$ cat config.mk
export PLATFORM = sky130hd
export DESIGN_NAME = spyhunt_front
export DESIGN_NICKNAME = d
export VERILOG_FILES = /design/src/arcade_pkg.sv /design/src/rom_loader.sv /design/src/reset_gen.sv /design/src/control_mapper.sv /design/src/analog_control.sv /design/src/spyhunt_front.sv
export SDC_FILE = /design/constraint.sdc
export NUM_CORES = 1
export LEC_CHECK = 0
export BUFFER_PORTS_ARGS = -buffer_cell sky130_fd_sc_hd__buf_4
export CAP_MARGIN = 20
export CORE_ASPECT_RATIO = 1.2
export CORE_MARGIN = 3
export CORE_UTILIZATION = 31
export DETAILED_ROUTE_END_ITERATION = 6
export GPL_ROUTABILITY_DRIVEN = 0
export PLACE_DENSITY = 0.62
export SYNTH_ARGS = -nofsm -noshare
export SYNTH_HDL_FRONTEND = slang
export SYNTH_SLANG_ARGS = --single-unit
$ cat constraint.sdc
create_clock -name clk_sys -period 10.15 [get_ports clk_sys]
set_input_delay 0.5075 -clock clk_sys [delete_from_list [all_inputs] [get_ports clk_sys]]
set_output_delay 0.5075 -clock clk_sys [all_outputs]
set_load 0.1 [all_outputs]
$ cat src/arcade_pkg.sv
// arcade front end shared definitions
// memory write port word, download address views, player control
// and analog words, key scan codes, joystick bit positions and
// the download region, reset and analog step constants
`default_nettype none

package arcade_pkg;

	// ========================================
	// download regions and timing constants
	// ========================================
	localparam logic [24:0] CSD_BASE    = 25'h0010000;
	localparam logic [24:0] SPRITE_BASE = 25'h0018000;
	localparam logic [24:0] SPRITE_END  = 25'h0038000;

	localparam logic [7:0] RESET_HOLD   = 8'd255;

	localparam logic [7:0] STEER_CENTER = 8'h80;
	localparam logic [7:0] STEER_STEP   = 8'd4;
	localparam logic [7:0] GAS_STEP     = 8'd8;

	// ========================================
	// keyboard scan codes
	// ========================================
	localparam logic [7:0] KEY_UP      = 8'h75;
	localparam logic [7:0] KEY_DOWN    = 8'h72;
	localparam logic [7:0] KEY_LEFT    = 8'h6B;
	localparam logic [7:0] KEY_RIGHT   = 8'h74;
	localparam logic [7:0] KEY_GUN     = 8'h14;
	localparam logic [7:0] KEY_MISSILE = 8'h11;
	localparam logic [7:0] KEY_SHIFT   = 8'h29;
	localparam logic [7:0] KEY_VAN     = 8'h0D;
	localparam logic [7:0] KEY_OIL     = 8'h12;
	localparam logic [7:0] KEY_SMOKE   = 8'h1A;
	localparam logic [7:0] KEY_COIN    = 8'h2E;
	localparam logic [7:0] KEY_START   = 8'h16;

	// joystick word bit positions
	localparam int JOY_RIGHT  = 0;
	localparam int JOY_LEFT   = 1;
	localparam int JOY_DOWN   = 2;
	localparam int JOY_UP     = 3;
	localparam int JOY_FIRE_A = 4;
	localparam int JOY_FIRE_B = 5;
	localparam int JOY_FIRE_C = 6;
	localparam int JOY_FIRE_D = 7;
	localparam int JOY_FIRE_E = 8;
	localparam int JOY_FIRE_F = 9;
	localparam int JOY_COIN   = 10;
	localparam int JOY_START  = 11;

	// ========================================
	// types
	// ========================================
	// field split used by the 16-bit rom swizzle
	typedef struct packed {
		logic [8:0]  bank;
		logic        bit15;
		logic        bit14;
		logic [13:0] low;
	} addr_fields_t;

	typedef union packed {
		logic [24:0]  flat;
		addr_fields_t f;
	} ioctl_addr_u;

	// one sdram write port, req toggles once per write
	typedef struct packed {
		logic        req;
		logic [22:0] addr;
		logic [1:0]  ds;
		logic [7:0]  data;
	} mem_wr_t;

	typedef struct packed {
		logic up;
		logic down;
		logic left;
		logic right;
		logic gun;
		logic missile;
		logic van;
		logic oil;
		logic smoke;
		logic coin;
		logic start;
		logic shift_state;
	} player_ctrl_t;

	typedef struct packed {
		logic [7:0] steering;
		logic [7:0] gas;
	} analog_t;

endpackage

`default_nettype wire

$ cat src/rom_loader.sv
// rom download path
// watches the host download stream and turns each index 0 byte into
// a toggle-style write on two sdram ports. port1 takes the 8/16-bit
// program roms, port2 the sprite roms merged into 32-bit words
`timescale 1ns/1ps
`default_nettype none

module rom_loader (
	input  logic                clk_sys,
	input  logic                rst_n,
	input  logic                ioctl_download,
	input  logic                ioctl_wr,
	input  logic [7:0]          ioctl_index,
	input  logic [24:0]         ioctl_addr,
	input  logic [7:0]          ioctl_dout,
	output arcade_pkg::mem_wr_t port1,
	output arcade_pkg::mem_wr_t port2,
	output logic                rom_loaded_evt
);

	logic                    wr_d;
	logic                    dl_d;
	logic                    wr_evt;
	logic                    wr_pend;
	arcade_pkg::ioctl_addr_u addr_q;
	logic [7:0]              dout_q;
	logic [24:0]             rom_addr;
	logic [24:0]             sp_off;

	logic                    p1_req;
	logic                    p2_req;
	logic [22:0]             p1_addr;
	logic [22:0]             p2_addr;
	logic [1:0]              p1_ds;
	logic [1:0]              p2_ds;
	logic [7:0]              data_q;

	// rising write strobe of a rom byte
	assign wr_evt = ioctl_download & ioctl_wr & ~wr_d & (ioctl_index == 8'd0);

	always_ff @(posedge clk_sys) begin
		if (!rst_n) begin
			wr_d           <= 1'b0;
			dl_d           <= 1'b0;
			wr_pend        <= 1'b0;
			rom_loaded_evt <= 1'b0;
			p1_req         <= 1'b0;
			p2_req         <= 1'b0;
		end else begin
			wr_d           <= ioctl_wr;
			dl_d           <= ioctl_download;
			wr_pend        <= wr_evt;
			rom_loaded_evt <= dl_d & ~ioctl_download;
			if (wr_pend) begin
				p1_req <= ~p1_req;
				p2_req <= ~p2_req;
			end
		end
	end

	// byte and address captured at the write edge
	always_ff @(posedge clk_sys) begin
		if (wr_evt) begin
			addr_q.flat <= ioctl_addr;
			dout_q      <= ioctl_dout;
		end
	end

	// ========================================
	// address remap
	// ========================================
	always_comb begin
		if (addr_q.flat < arcade_pkg::CSD_BASE) begin
			rom_addr = addr_q.flat;
		end else begin
			// 16-bit csd rom, bit14 moves to the byte lane
			rom_addr = {addr_q.f.bank, addr_q.f.bit15, addr_q.f.low, addr_q.f.bit14};
		end
		sp_off = addr_q.flat - arcade_pkg::SPRITE_BASE;
	end

	always_ff @(posedge clk_sys) begin
		if (wr_pend) begin
			p1_addr <= rom_addr[23:1];
			p1_ds   <= {rom_addr[0], ~rom_addr[0]};
			// four sprite roms share one 32-bit word
			p2_addr <= {sp_off[23:17], sp_off[14:0], sp_off[16]};
			p2_ds   <= {sp_off[15], ~sp_off[15]};
			data_q  <= dout_q;
		end
	end

	assign port1 = '{req: p1_req, addr: p1_addr, ds: p1_ds, data: data_q};
	assign port2 = '{req: p2_req, addr: p2_addr, ds: p2_ds, data: data_q};

	// requests only move as a result of a write seen during download
	a_req_in_download: assert property (@(posedge clk_sys) disable iff (!rst_n)
		$changed({p1_req, p2_req}) |-> $past(ioctl_download, 2));

	a_loaded_single: assert property (@(posedge clk_sys) disable iff (!rst_n)
		rom_loaded_evt |=> !rom_loaded_evt);

endmodule

`default_nettype wire

$ cat src/reset_gen.sv
// core reset generation
// keeps the game core in reset until the roms are loaded and while
// the status or button reset is held, then issues a second one-cycle
// reset pulse once the hold counter has run down
`timescale 1ns/1ps
`default_nettype none

module reset_gen (
	input  logic clk_sys,
	input  logic rst_n,
	input  logic rom_loaded_evt,
	input  logic status_reset,
	input  logic button_reset,
	output logic core_reset
);

	logic       rom_loaded;
	logic       loaded_nxt;
	logic       hold_src;
	logic [7:0] hold_cnt;

	assign loaded_nxt = rom_loaded | rom_loaded_evt;

	// any source that keeps the core in reset
	assign hold_src = status_reset | button_reset | ~loaded_nxt;

	always_ff @(posedge clk_sys) begin
		if (!rst_n) begin
			rom_loaded <= 1'b0;
			hold_cnt   <= arcade_pkg::RESET_HOLD;
			core_reset <= 1'b1;
		end else begin
			rom_loaded <= loaded_nxt;
			if (hold_src) begin
				hold_cnt <= arcade_pkg::RESET_HOLD;
			end else if (hold_cnt != 8'd0) begin
				hold_cnt <= hold_cnt - 8'd1;
			end
			// second pulse while the counter passes 1
			core_reset <= hold_src | (hold_cnt == 8'd1);
		end
	end

	a_reset_until_loaded: assert property (@(posedge clk_sys) disable iff (!rst_n)
		!rom_loaded |-> core_reset);

endmodule

`default_nettype wire

$ cat src/control_mapper.sv
// player control mapping
// latches keyboard state per mapped scan code, merges the joystick,
// turns the directions for a rotated screen and keeps the gearbox
// shift state, which a coin press clears
`timescale 1ns/1ps
`default_nettype none

module control_mapper (
	input  logic                     clk_sys,
	input  logic                     rst_n,
	input  logic                     key_strobe,
	input  logic                     key_pressed,
	input  logic [7:0]               key_code,
	input  logic [15:0]              joystick,
	input  logic                     rotate,
	output arcade_pkg::player_ctrl_t ctrl
);

	logic key_up, key_down, key_left, key_right;
	logic key_gun, key_missile, key_shift, key_van;
	logic key_oil, key_smoke, key_coin, key_start;

	logic up_in, down_in, left_in, right_in;
	logic shift_in, coin_in;
	logic shift_d, coin_d;
	arcade_pkg::player_ctrl_t ctrl_nxt;

	// ========================================
	// key latches
	// ========================================
	always_ff @(posedge clk_sys) begin
		if (!rst_n) begin
			{key_up, key_down, key_left, key_right}       <= 4'b0;
			{key_gun, key_missile, key_shift, key_van}    <= 4'b0;
			{key_oil, key_smoke, key_coin, key_start}     <= 4'b0;
		end else if (key_strobe) begin
			case (key_code)
				arcade_pkg::KEY_UP:      key_up      <= key_pressed;
				arcade_pkg::KEY_DOWN:    key_down    <= key_pressed;
				arcade_pkg::KEY_LEFT:    key_left    <= key_pressed;
				arcade_pkg::KEY_RIGHT:   key_right   <= key_pressed;
				arcade_pkg::KEY_GUN:     key_gun     <= key_pressed;
				arcade_pkg::KEY_MISSILE: key_missile <= key_pressed;
				arcade_pkg::KEY_SHIFT:   key_shift   <= key_pressed;
				arcade_pkg::KEY_VAN:     key_van     <= key_pressed;
				arcade_pkg::KEY_OIL:     key_oil     <= key_pressed;
				arcade_pkg::KEY_SMOKE:   key_smoke   <= key_pressed;
				arcade_pkg::KEY_COIN:    key_coin    <= key_pressed;
				arcade_pkg::KEY_START:   key_start   <= key_pressed;
				default: ;
			endcase
		end
	end

	// keyboard or joystick
	assign up_in    = key_up    | joystick[arcade_pkg::JOY_UP];
	assign down_in  = key_down  | joystick[arcade_pkg::JOY_DOWN];
	assign left_in  = key_left  | joystick[arcade_pkg::JOY_LEFT];
	assign right_in = key_right | joystick[arcade_pkg::JOY_RIGHT];
	assign shift_in = key_shift | joystick[arcade_pkg::JOY_FIRE_C];
	assign coin_in  = key_coin  | joystick[arcade_pkg::JOY_COIN];

	always_comb begin
		if (rotate) begin
			// quarter turn clockwise
			ctrl_nxt.up    = left_in;
			ctrl_nxt.right = up_in;
			ctrl_nxt.down  = right_in;
			ctrl_nxt.left  = down_in;
		end else begin
			ctrl_nxt.up    = up_in;
			ctrl_nxt.right = right_in;
			ctrl_nxt.down  = down_in;
			ctrl_nxt.left  = left_in;
		end
		ctrl_nxt.gun     = key_gun     | joystick[arcade_pkg::JOY_FIRE_A];
		ctrl_nxt.missile = key_missile | joystick[arcade_pkg::JOY_FIRE_B];
		ctrl_nxt.van     = key_van     | joystick[arcade_pkg::JOY_FIRE_D];
		ctrl_nxt.oil     = key_oil     | joystick[arcade_pkg::JOY_FIRE_E];
		ctrl_nxt.smoke   = key_smoke   | joystick[arcade_pkg::JOY_FIRE_F];
		ctrl_nxt.coin    = coin_in;
		ctrl_nxt.start   = key_start   | joystick[arcade_pkg::JOY_START];

		// gearbox, coin wins over shift
		ctrl_nxt.shift_state = ctrl.shift_state;
		if (coin_in && !coin_d) begin
			ctrl_nxt.shift_state = 1'b0;
		end else if (shift_in && !shift_d) begin
			ctrl_nxt.shift_state = ~ctrl.shift_state;
		end
	end

	always_ff @(posedge clk_sys) begin
		if (!rst_n) begin
			ctrl    <= '0;
			shift_d <= 1'b0;
			coin_d  <= 1'b0;
		end else begin
			ctrl    <= ctrl_nxt;
			shift_d <= shift_in;
			coin_d  <= coin_in;
		end
	end

endmodule

`default_nettype wire

$ cat src/analog_control.sv
// analog steering and gas emulation
// ramps the steering wheel and gas pedal values from the digital
// direction controls, one step per vertical sync. steering returns
// to center when released, gas holds its value
`timescale 1ns/1ps
`default_nettype none

module analog_control (
	input  logic                     clk_sys,
	input  logic                     rst_n,
	input  logic                     vsync,
	input  arcade_pkg::player_ctrl_t ctrl,
	output arcade_pkg::analog_t      analog
);

	logic                vs_d;
	logic                step_q;
	arcade_pkg::analog_t analog_nxt;

	function automatic logic [7:0] sat_add(input logic [7:0] v, input logic [7:0] s);
		logic [8:0] sum;
		sum = {1'b0, v} + {1'b0, s};
		return sum[8] ? 8'hFF : sum[7:0];
	endfunction

	function automatic logic [7:0] sat_sub(input logic [7:0] v, input logic [7:0] s);
		return (v < s) ? 8'h00 : v - s;
	endfunction

	// ========================================
	// next values for one frame step
	// ========================================
	always_comb begin
		analog_nxt = analog;
		if (ctrl.right && !ctrl.left) begin
			analog_nxt.steering = sat_add(analog.steering, arcade_pkg::STEER_STEP);
		end else if (ctrl.left && !ctrl.right) begin
			analog_nxt.steering = sat_sub(analog.steering, arcade_pkg::STEER_STEP);
		end else if (analog.steering > arcade_pkg::STEER_CENTER) begin
			// back to center without passing it
			if (analog.steering - arcade_pkg::STEER_CENTER < arcade_pkg::STEER_STEP)
				analog_nxt.steering = arcade_pkg::STEER_CENTER;
			else
				analog_nxt.steering = analog.steering - arcade_pkg::STEER_STEP;
		end else if (analog.steering < arcade_pkg::STEER_CENTER) begin
			if (arcade_pkg::STEER_CENTER - analog.steering < arcade_pkg::STEER_STEP)
				analog_nxt.steering = arcade_pkg::STEER_CENTER;
			else
				analog_nxt.steering = analog.steering + arcade_pkg::STEER_STEP;
		end

		if (ctrl.up && !ctrl.down) begin
			analog_nxt.gas = sat_add(analog.gas, arcade_pkg::GAS_STEP);
		end else if (ctrl.down && !ctrl.up) begin
			analog_nxt.gas = sat_sub(analog.gas, arcade_pkg::GAS_STEP);
		end
	end

	always_ff @(posedge clk_sys) begin
		if (!rst_n) begin
			vs_d   <= 1'b0;
			step_q <= 1'b0;
			analog <= '{steering: arcade_pkg::STEER_CENTER, gas: 8'd0};
		end else begin
			vs_d   <= vsync;
			step_q <= vsync & ~vs_d;
			if (step_q)
				analog <= analog_nxt;
		end
	end

	a_step_on_vsync: assert property (@(posedge clk_sys) disable iff (!rst_n)
		$changed(analog) |-> $past(vsync & ~vs_d, 2));

endmodule

`default_nettype wire

$ cat src/spyhunt_front.sv
// car-chase arcade board front end
// rom download to the two sdram write ports, core reset generation,
// and player controls with analog steering and gas for player one
`timescale 1ns/1ps
`default_nettype none

module spyhunt_front (
	input  logic                     clk_sys,
	input  logic                     rst_n,
	input  logic                     ioctl_download,
	input  logic                     ioctl_wr,
	input  logic [7:0]               ioctl_index,
	input  logic [24:0]              ioctl_addr,
	input  logic [7:0]               ioctl_dout,
	input  logic                     key_strobe,
	input  logic                     key_pressed,
	input  logic [7:0]               key_code,
	input  logic [15:0]              joystick_0,
	input  logic                     status_reset,
	input  logic                     button_reset,
	input  logic                     rotate,
	input  logic                     vsync,
	output arcade_pkg::mem_wr_t      port1,
	output arcade_pkg::mem_wr_t      port2,
	output logic                     core_reset,
	output arcade_pkg::player_ctrl_t ctrl,
	output arcade_pkg::analog_t      analog
);

	logic rom_loaded_evt;

	rom_loader rom_loader_inst (
		.clk_sys        (clk_sys),
		.rst_n          (rst_n),
		.ioctl_download (ioctl_download),
		.ioctl_wr       (ioctl_wr),
		.ioctl_index    (ioctl_index),
		.ioctl_addr     (ioctl_addr),
		.ioctl_dout     (ioctl_dout),
		.port1          (port1),
		.port2          (port2),
		.rom_loaded_evt (rom_loaded_evt)
	);

	reset_gen reset_gen_inst (
		.clk_sys        (clk_sys),
		.rst_n          (rst_n),
		.rom_loaded_evt (rom_loaded_evt),
		.status_reset   (status_reset),
		.button_reset   (button_reset),
		.core_reset     (core_reset)
	);

	control_mapper control_mapper_inst (
		.clk_sys     (clk_sys),
		.rst_n       (rst_n),
		.key_strobe  (key_strobe),
		.key_pressed (key_pressed),
		.key_code    (key_code),
		.joystick    (joystick_0),
		.rotate      (rotate),
		.ctrl        (ctrl)
	);

	analog_control analog_control_inst (
		.clk_sys (clk_sys),
		.rst_n   (rst_n),
		.vsync   (vsync),
		.ctrl    (ctrl),
		.analog  (analog)
	);

endmodule

`default_nettype wire

* After elaboration in Yosys (flattened, before gate mapping)
Cells that the tools add are included.
Widths: inputs -> output; s select.
** Storage, ports and cells
- Register bits :: 150
- Bits of input ports :: 75
- Output and inout bits :: 97
- Word-level logic and storage cells :: 151
** Operators by class
- Add/sub/neg operators :: 9
- $lt $le $gt $ge :: 7
- Eq/ne operators :: 13
- Multiplexer cells :: 14
- Bitwise gates (word level) :: 31
- Reductions and logical operators :: 32
** Operator list (number)
- $mux 8 :: 12
- $eq 8x5->1 const B :: 5
- $eq 8x7->1 const B :: 4
- $reduce_and 2->1 :: 14
- $lt 25x17->1 const B :: 1
- $lt 8x3->1 const B :: 3
- $sub 24x17->24 const B :: 1
- $eq 8x6->1 const B :: 2
- $or 1x1->1 :: 16
- $mux 15 :: 1
- $not 1->1 :: 10
- $add 8x3->9 const B :: 1
- $add 8x4->9 const B :: 1
- $add 8x3->8 const B :: 1
- $eq 8x1->1 const B :: 1
- $eq 8x4->1 const B :: 1
- $gt 8x8->1 const B :: 1
- $logic_not 8->1 :: 1
- $lt 8x4->1 const B :: 1
- $lt 8x8->1 const B :: 1
- $reduce_bool 8->1 :: 1
- $sub 8x1->8 const B :: 1
- $sub 8x3->8 const B :: 1
- $sub 8x4->8 const B :: 1
- 9 further kinds :: 24

* Logic depth before layout (Yosys ltp)
- Depth after elaboration :: 7
- Depth in mapped cells :: 11
- Gate-level depth less buffers :: 8

* Modules after synthesis
Synthesis repeated with hierarchy kept, for this count alone.
** Unflattened totals
- Cells, all modules :: 521
- Area total of the unflattened synthesis :: 6379.9 µm²
** Modules (own cells, without submodules)
- rom_loader :: times used 1, cells each 159, area an instance 3377.0 µm², seq. area each 2822.7 µm²
- analog_control :: times used 1, cells each 203, area an instance 1447.6 µm², seq. area each 300.3 µm²
- control_mapper :: times used 1, cells each 102, area an instance 1043.5 µm², seq. area each 500.5 µm²
- reset_gen :: times used 1, cells each 57, area an instance 511.7 µm², seq. area each 200.2 µm²

* Least setup slack after synthesis
OpenSTA, ideal clock, no wires.
- Path kind :: in2reg
- From :: input ioctl_index[1]
- To :: register rom_loader_inst.addr_q[0] (netlist bit) (enable)
- Library setup time :: 0.511 ns
- Data arrival time :: 4.082 ns
- Data required time :: 9.639 ns
- Setup slack :: 5.557 ns
- Cell stages on the path :: 3
- Path buffers :: 0
- Cells stage by stage :: nor4_1 -> nand4_1 -> nor4_1
** On the way
- Longest elaborated chain between the ends :: 2
** Ends and longest elaborated chain
- start, declared :: RTL line spyhunt_front.sv:12 : input logic [7:0] ioctl_index,
- $logic_not 8->1 :: RTL line rom_loader.sv:39 : assign wr_evt = ioctl_download & ioctl_wr & ~wr_d & (ioctl_index == 8'd0);
- $and 1x1->1 :: RTL line rom_loader.sv:39
- named net rom_loader_inst.wr_evt :: RTL line rom_loader.sv:23 : logic wr_evt;
- end, declared :: RTL line rom_loader.sv:25 : arcade_pkg::ioctl_addr_u addr_q;
The timed path passes the listed nets, and every way through them passes these cells.
A chain may end at the register's enable or synchronous reset.

* Final worst setup path
- From :: register, netlist name analog_control_inst.analog[11]
- To :: register, netlist name analog_control_inst.analog[12]
** On the way
- Longest elaborated chain between the ends :: 7
- Elaborated cells between the ends (all ways) :: 20
- Classes of those cells :: 5 x add/sub; 5 x order compare; 8 x mux; 2 x reduce/logical
** Ends and longest elaborated chain
- $sub 8x8->8 :: RTL line analog_control.sv:46 : if (arcade_pkg::STEER_CENTER - analog.steering < arcade_pkg::STEER_STEP)
- $lt 8x3->1 :: RTL line analog_control.sv:46
- $mux 8 :: RTL line analog_control.sv:46
- $mux 8 :: RTL line analog_control.sv:45 : end else if (analog.steering < arcade_pkg::STEER_CENTER) begin
- $mux 8 :: RTL line analog_control.sv:39 : end else if (analog.steering > arcade_pkg::STEER_CENTER) begin
- $mux 8 :: RTL line analog_control.sv:37 : end else if (ctrl.left && !ctrl.right) begin
- $mux 8 :: RTL line analog_control.sv:35 : if (ctrl.right && !ctrl.left) begin
Several ways; a longest one is shown, not always the timed one. The select of a mux whose other input is x is not followed.

==> results.tsv <==
metric	value	unit
outcome	complete, no violations	
netSwitchingFraction	25.57	%
cts_root_buffer	sky130_fd_sc_hd__clkbuf_16	
worst_path_maximum_fanout	11	
synthDominantAreaCellType	sky130_fd_sc_hd__edfxtp_1	
netlist_area	6105	um^2
final_layout_size_suffix_gt1_share	33.33	%
p_sw	362.7	uW
type_of_element_capturing_the_critical_path	flip-flop	
dp_hpwl	10.47	mm
synth_area_leaders	sky130_fd_sc_hd__edfxtp_1 (44%), sky130_fd_sc_hd__dfxtp_1 (18%), sky130_fd_sc_hd__nor2_1 (3.4%)	
wl_per_cell	15.36	um
power.clock.fraction	45.3	%
dr.pass1.iters	4	
num-fill-cells	1783	
synthFlopType	sky130_fd_sc_hd__edfxtp_1	
synth_async_sr_flop_share	0	%
cts.repair_timing.setup_buffer_count	0	
p_leak	3.156	nW
synthesis.instances	511	
final_cell_count_no_fill	937	
buf_inv_stages_crit_path	1	
post_layout_min_period	2861	ps
cts.path.max_buffers	2	
vdd.ir_drop.worst	0.1071	mV
start_util	31.91	%
pwr-share-comb	9.6	%
wl_met3	1.193	mm
internal_power	1.056	mW
dr_wl_met2	7.159	mm
antenna_cells	0	
ys_ff_latch	146	
cts_sinks	146	
total_cts_buffers	17	
achievable-frequency	349.5	MHz
detail_route.drc_violations	0	
ctsResizeCount	0	
path_class	flip-flop to flip-flop	
totalNegativeSetupSlack	0	ps
crit_family	simple AND/OR/NAND/NOR gates	
post-synth-top-area-fraction	44.27	%
overflow	0	
route.antenna.remaining_nets	0	
number_of_placed_instances_with_taps_included	904	
netlist-cell-type-count	56	
cp.required	10460	ps
htree_levels	4	
number_of_enable_type_register_cells_in_the_synthesized_netlist	90	
global_route_wire_length_before_repair	22.82	mm
crit_path_cell_trace	inv_1 -> ha_1 -> nand2b_1 -> xnor2_1 -> or4_1 -> o21ai_1 -> a21oi_1 -> o311a_1	
routed-via-count	4502	
routed.top_layer	met4	
dr.first_iter.drc_count	295	
worst_slew_margin_rel	31.52	%
die-area	21420	um^2
detail_routed_via_count_per_cell	4.805	
wl_met1	5.861	mm
path_clk_slew	70	ps
grt_util_all_layers	13.40	%
postCtsHoldBufs	0	
worst_setup_path_start_kind	flip-flop	
power.sequential.fraction	45.0	%
critical_path.slowest_cell	sky130_fd_sc_hd__dfxtp_1	
finalHoldViolations	0	
grt_pass1_vias	4441	
timing.final.setup_violations	0	
grt_start_max_net_pins	55	
worst_path_largest_cell_delay	640	ps
final.period_utilization	28.19	%
wirelength	14.40	mm
die-height	159.7	um
numPortBuffers	167	
timing.critical_path.arrival	3170	ps
syn_nets	599	
clk-insertion-delay-late	410	ps
timing.final.max_slew_violations	0	
power.density	174.4	nW/um^2
cts_tree	done	
fp.coreArea	19130	um^2
final_net_count	756	
max_slew.worst_pin.slew	1020	ps
flow.area_growth_from_synthesis	33.24	%
yosysSeqAreaShare	62.64	%
antenna_found_initial	0	
max-cap-violations	0	
type_of_the_most_critical_hold_path	primary input to flip-flop	
floorplan.rows	55	
grt_setup_unrepaired	false	
die_x	134.1	um
ys.warnings.count	0	
syn_avg_cell_area	11.95	um^2
clock-skew-final	9.731	ps
ioPinCount	172	
registers in the layout (all words and copies together), names as in the netlist, 2 cells and up:
name,cells
rom_loader_inst.dout_q,8
rom_loader_inst.addr_q,25
analog_control_inst.analog,13
rom_loader_inst.p2_ds,2
control_mapper_inst.ctrl,11
rom_loader_inst.p2_addr,23
rom_loader_inst.data_q,8
rom_loader_inst.p1_addr,22
rom_loader_inst.p1_ds,2
reset_gen_inst.hold_cnt,8
worst reg2reg max path: stages (launching register included):
cell and delay (ps):
sky130_fd_sc_hd__dfxtp_1 640, sky130_fd_sc_hd__inv_1 190, sky130_fd_sc_hd__ha_1 250, sky130_fd_sc_hd__nand2b_1 290
sky130_fd_sc_hd__xnor2_1 100, sky130_fd_sc_hd__or4_1 560, sky130_fd_sc_hd__o21ai_1 290, sky130_fd_sc_hd__a21oi_1 70
sky130_fd_sc_hd__o311a_1 370
cell usage after synthesis (7+ instances only):
master and instances:
sky130_fd_sc_hd__clkbuf_1 13, sky130_fd_sc_hd__nor3_1 19, sky130_fd_sc_hd__edfxtp_1 90, sky130_fd_sc_hd__a211oi_1 8, sky130_fd_sc_hd__xnor2_1 11, sky130_fd_sc_hd__buf_4 15, sky130_fd_sc_hd__dfxtp_1 56, sky130_fd_sc_hd__nand2_1 25
sky130_fd_sc_hd__xor2_1 8, sky130_fd_sc_hd__nor2b_1 9, sky130_fd_sc_hd__nand3_1 18, sky130_fd_sc_hd__o21ai_0 18, sky130_fd_sc_hd__ha_1 13, sky130_fd_sc_hd__a21oi_1 23, sky130_fd_sc_hd__nor2_1 55, sky130_fd_sc_hd__a31oi_1 7
sky130_fd_sc_hd__inv_1 19, sky130_fd_sc_hd__mux2i_1 9, sky130_fd_sc_hd__mux2_2 15
final timing paths:
| check | start | to | slack, ps | depth (start not counted) |
|---|---|---|---|---|
| worst max-delay path | analog_control_inst.analog[11]$_SDFFE_PN0P_ | analog_control_inst.analog[12]$_SDFFE_PN0P_ | 7290 | 8 |
| worst min-delay path | ioctl_dout[7] | rom_loader_inst.dout_q[7]$_DFFE_PP_ | 270 | 1 |
| worst max register to register | analog_control_inst.analog[11]$_SDFFE_PN0P_ | analog_control_inst.analog[12]$_SDFFE_PN0P_ | 7290 | 8 |
| worst min register to register | analog_control_inst.vs_d$_SDFF_PN0_ | analog_control_inst.step_q$_SDFF_PN0_ | 390 | 1 |
cell type report:
type / instances / area [um^2] / area share, %
Sequential cell: 146 / 3825 / 47.02
Clock inverter: 15 / 193.9 / 2.384
Timing Repair Buffer: 171 / 1281 / 15.75
Tap cell: 256 / 320.3 / 3.938
Multi-Input combinational cell: 312 / 2013 / 24.75
Inverter: 20 / 75.07 / 0.9229
Clock buffer: 17 / 425.4 / 5.230
stage by stage:
step	cell area, um^2	utilization [%]	worst slack [ps]	total power [mW]	hold WS (ps)
floorplan	6105	-	5557	0.7408	367.4
global placement	7510	39.25	7336	0.7823	377.8
detailed placement	7510	39.25	7310	0.7872	375.4
CTS	8129	42.49	7281	1.440	235.1
global route	8134	42.52	7157	1.478	229.9
finish	8134	42.52	7289	1.418	267.8
routing by layer:
layer / GRT usage (%) / vias up
met2: 22.55 / 195
met5: 0 / -
met4: 3.981 / 0
met1: 15.78 / 2116
li1: - / 2173
met3: 5.356 / 18
power groups by stage:
stage               Sequential [mW]  Combinational (mW)  Clock [mW]
floorplan                     0.680              0.0604           0
global placement              0.651               0.131           0
detailed placement            0.652               0.136           0
CTS                           0.638               0.136       0.665
global route                  0.639               0.147       0.692
finish                        0.639               0.137       0.643
cells by family (layout without fill, tap and decap cells):
kind of cell | count (synthesis) | after routing | synth area share [%]
AND/OR/NAND/NOR | 173 | 173 | 14.59
flip-flops | 146 | 146 | 62.64
AO/OA/AOI/OAI | 83 | 83 | 8.650
buffers and inverters | 53 | 223 | 4.489
multiplexers | 24 | 24 | 4.243
XOR/XNOR | 19 | 19 | 2.726
adder cells (fa/ha/maj) | 13 | 13 | 2.665
placed cells by master (no fill, tap or decap), types with 4 or more instances in the layout:
cell type,n
sky130_fd_sc_hd__buf_4,170
sky130_fd_sc_hd__edfxtp_1,90
sky130_fd_sc_hd__nor2_1,55
sky130_fd_sc_hd__dfxtp_1,55
sky130_fd_sc_hd__nand2_1,25
sky130_fd_sc_hd__a21oi_1,23
sky130_fd_sc_hd__inv_1,19
sky130_fd_sc_hd__nor3_1,19
sky130_fd_sc_hd__nand3_1,18
sky130_fd_sc_hd__o21ai_0,18
sky130_fd_sc_hd__clkbuf_16,17
sky130_fd_sc_hd__mux2_2,15
sky130_fd_sc_hd__ha_1,13
sky130_fd_sc_hd__xnor2_1,11
sky130_fd_sc_hd__mux2i_1,9
sky130_fd_sc_hd__nor2b_1,9
sky130_fd_sc_hd__xor2_1,8
sky130_fd_sc_hd__a211oi_1,8
sky130_fd_sc_hd__a31oi_1,7
sky130_fd_sc_hd__and2_1,6
sky130_fd_sc_hd__or3_1,6
sky130_fd_sc_hd__nand4_1,5
sky130_fd_sc_hd__nor3b_1,5
sky130_fd_sc_hd__nor4_1,4
sky130_fd_sc_hd__o211ai_1,4
sky130_fd_sc_hd__nand2b_1,4
sky130_fd_sc_hd__and3_1,4
sky130_fd_sc_hd__inv_6,4
No activity file was read; power rests on OpenSTA's default activity.
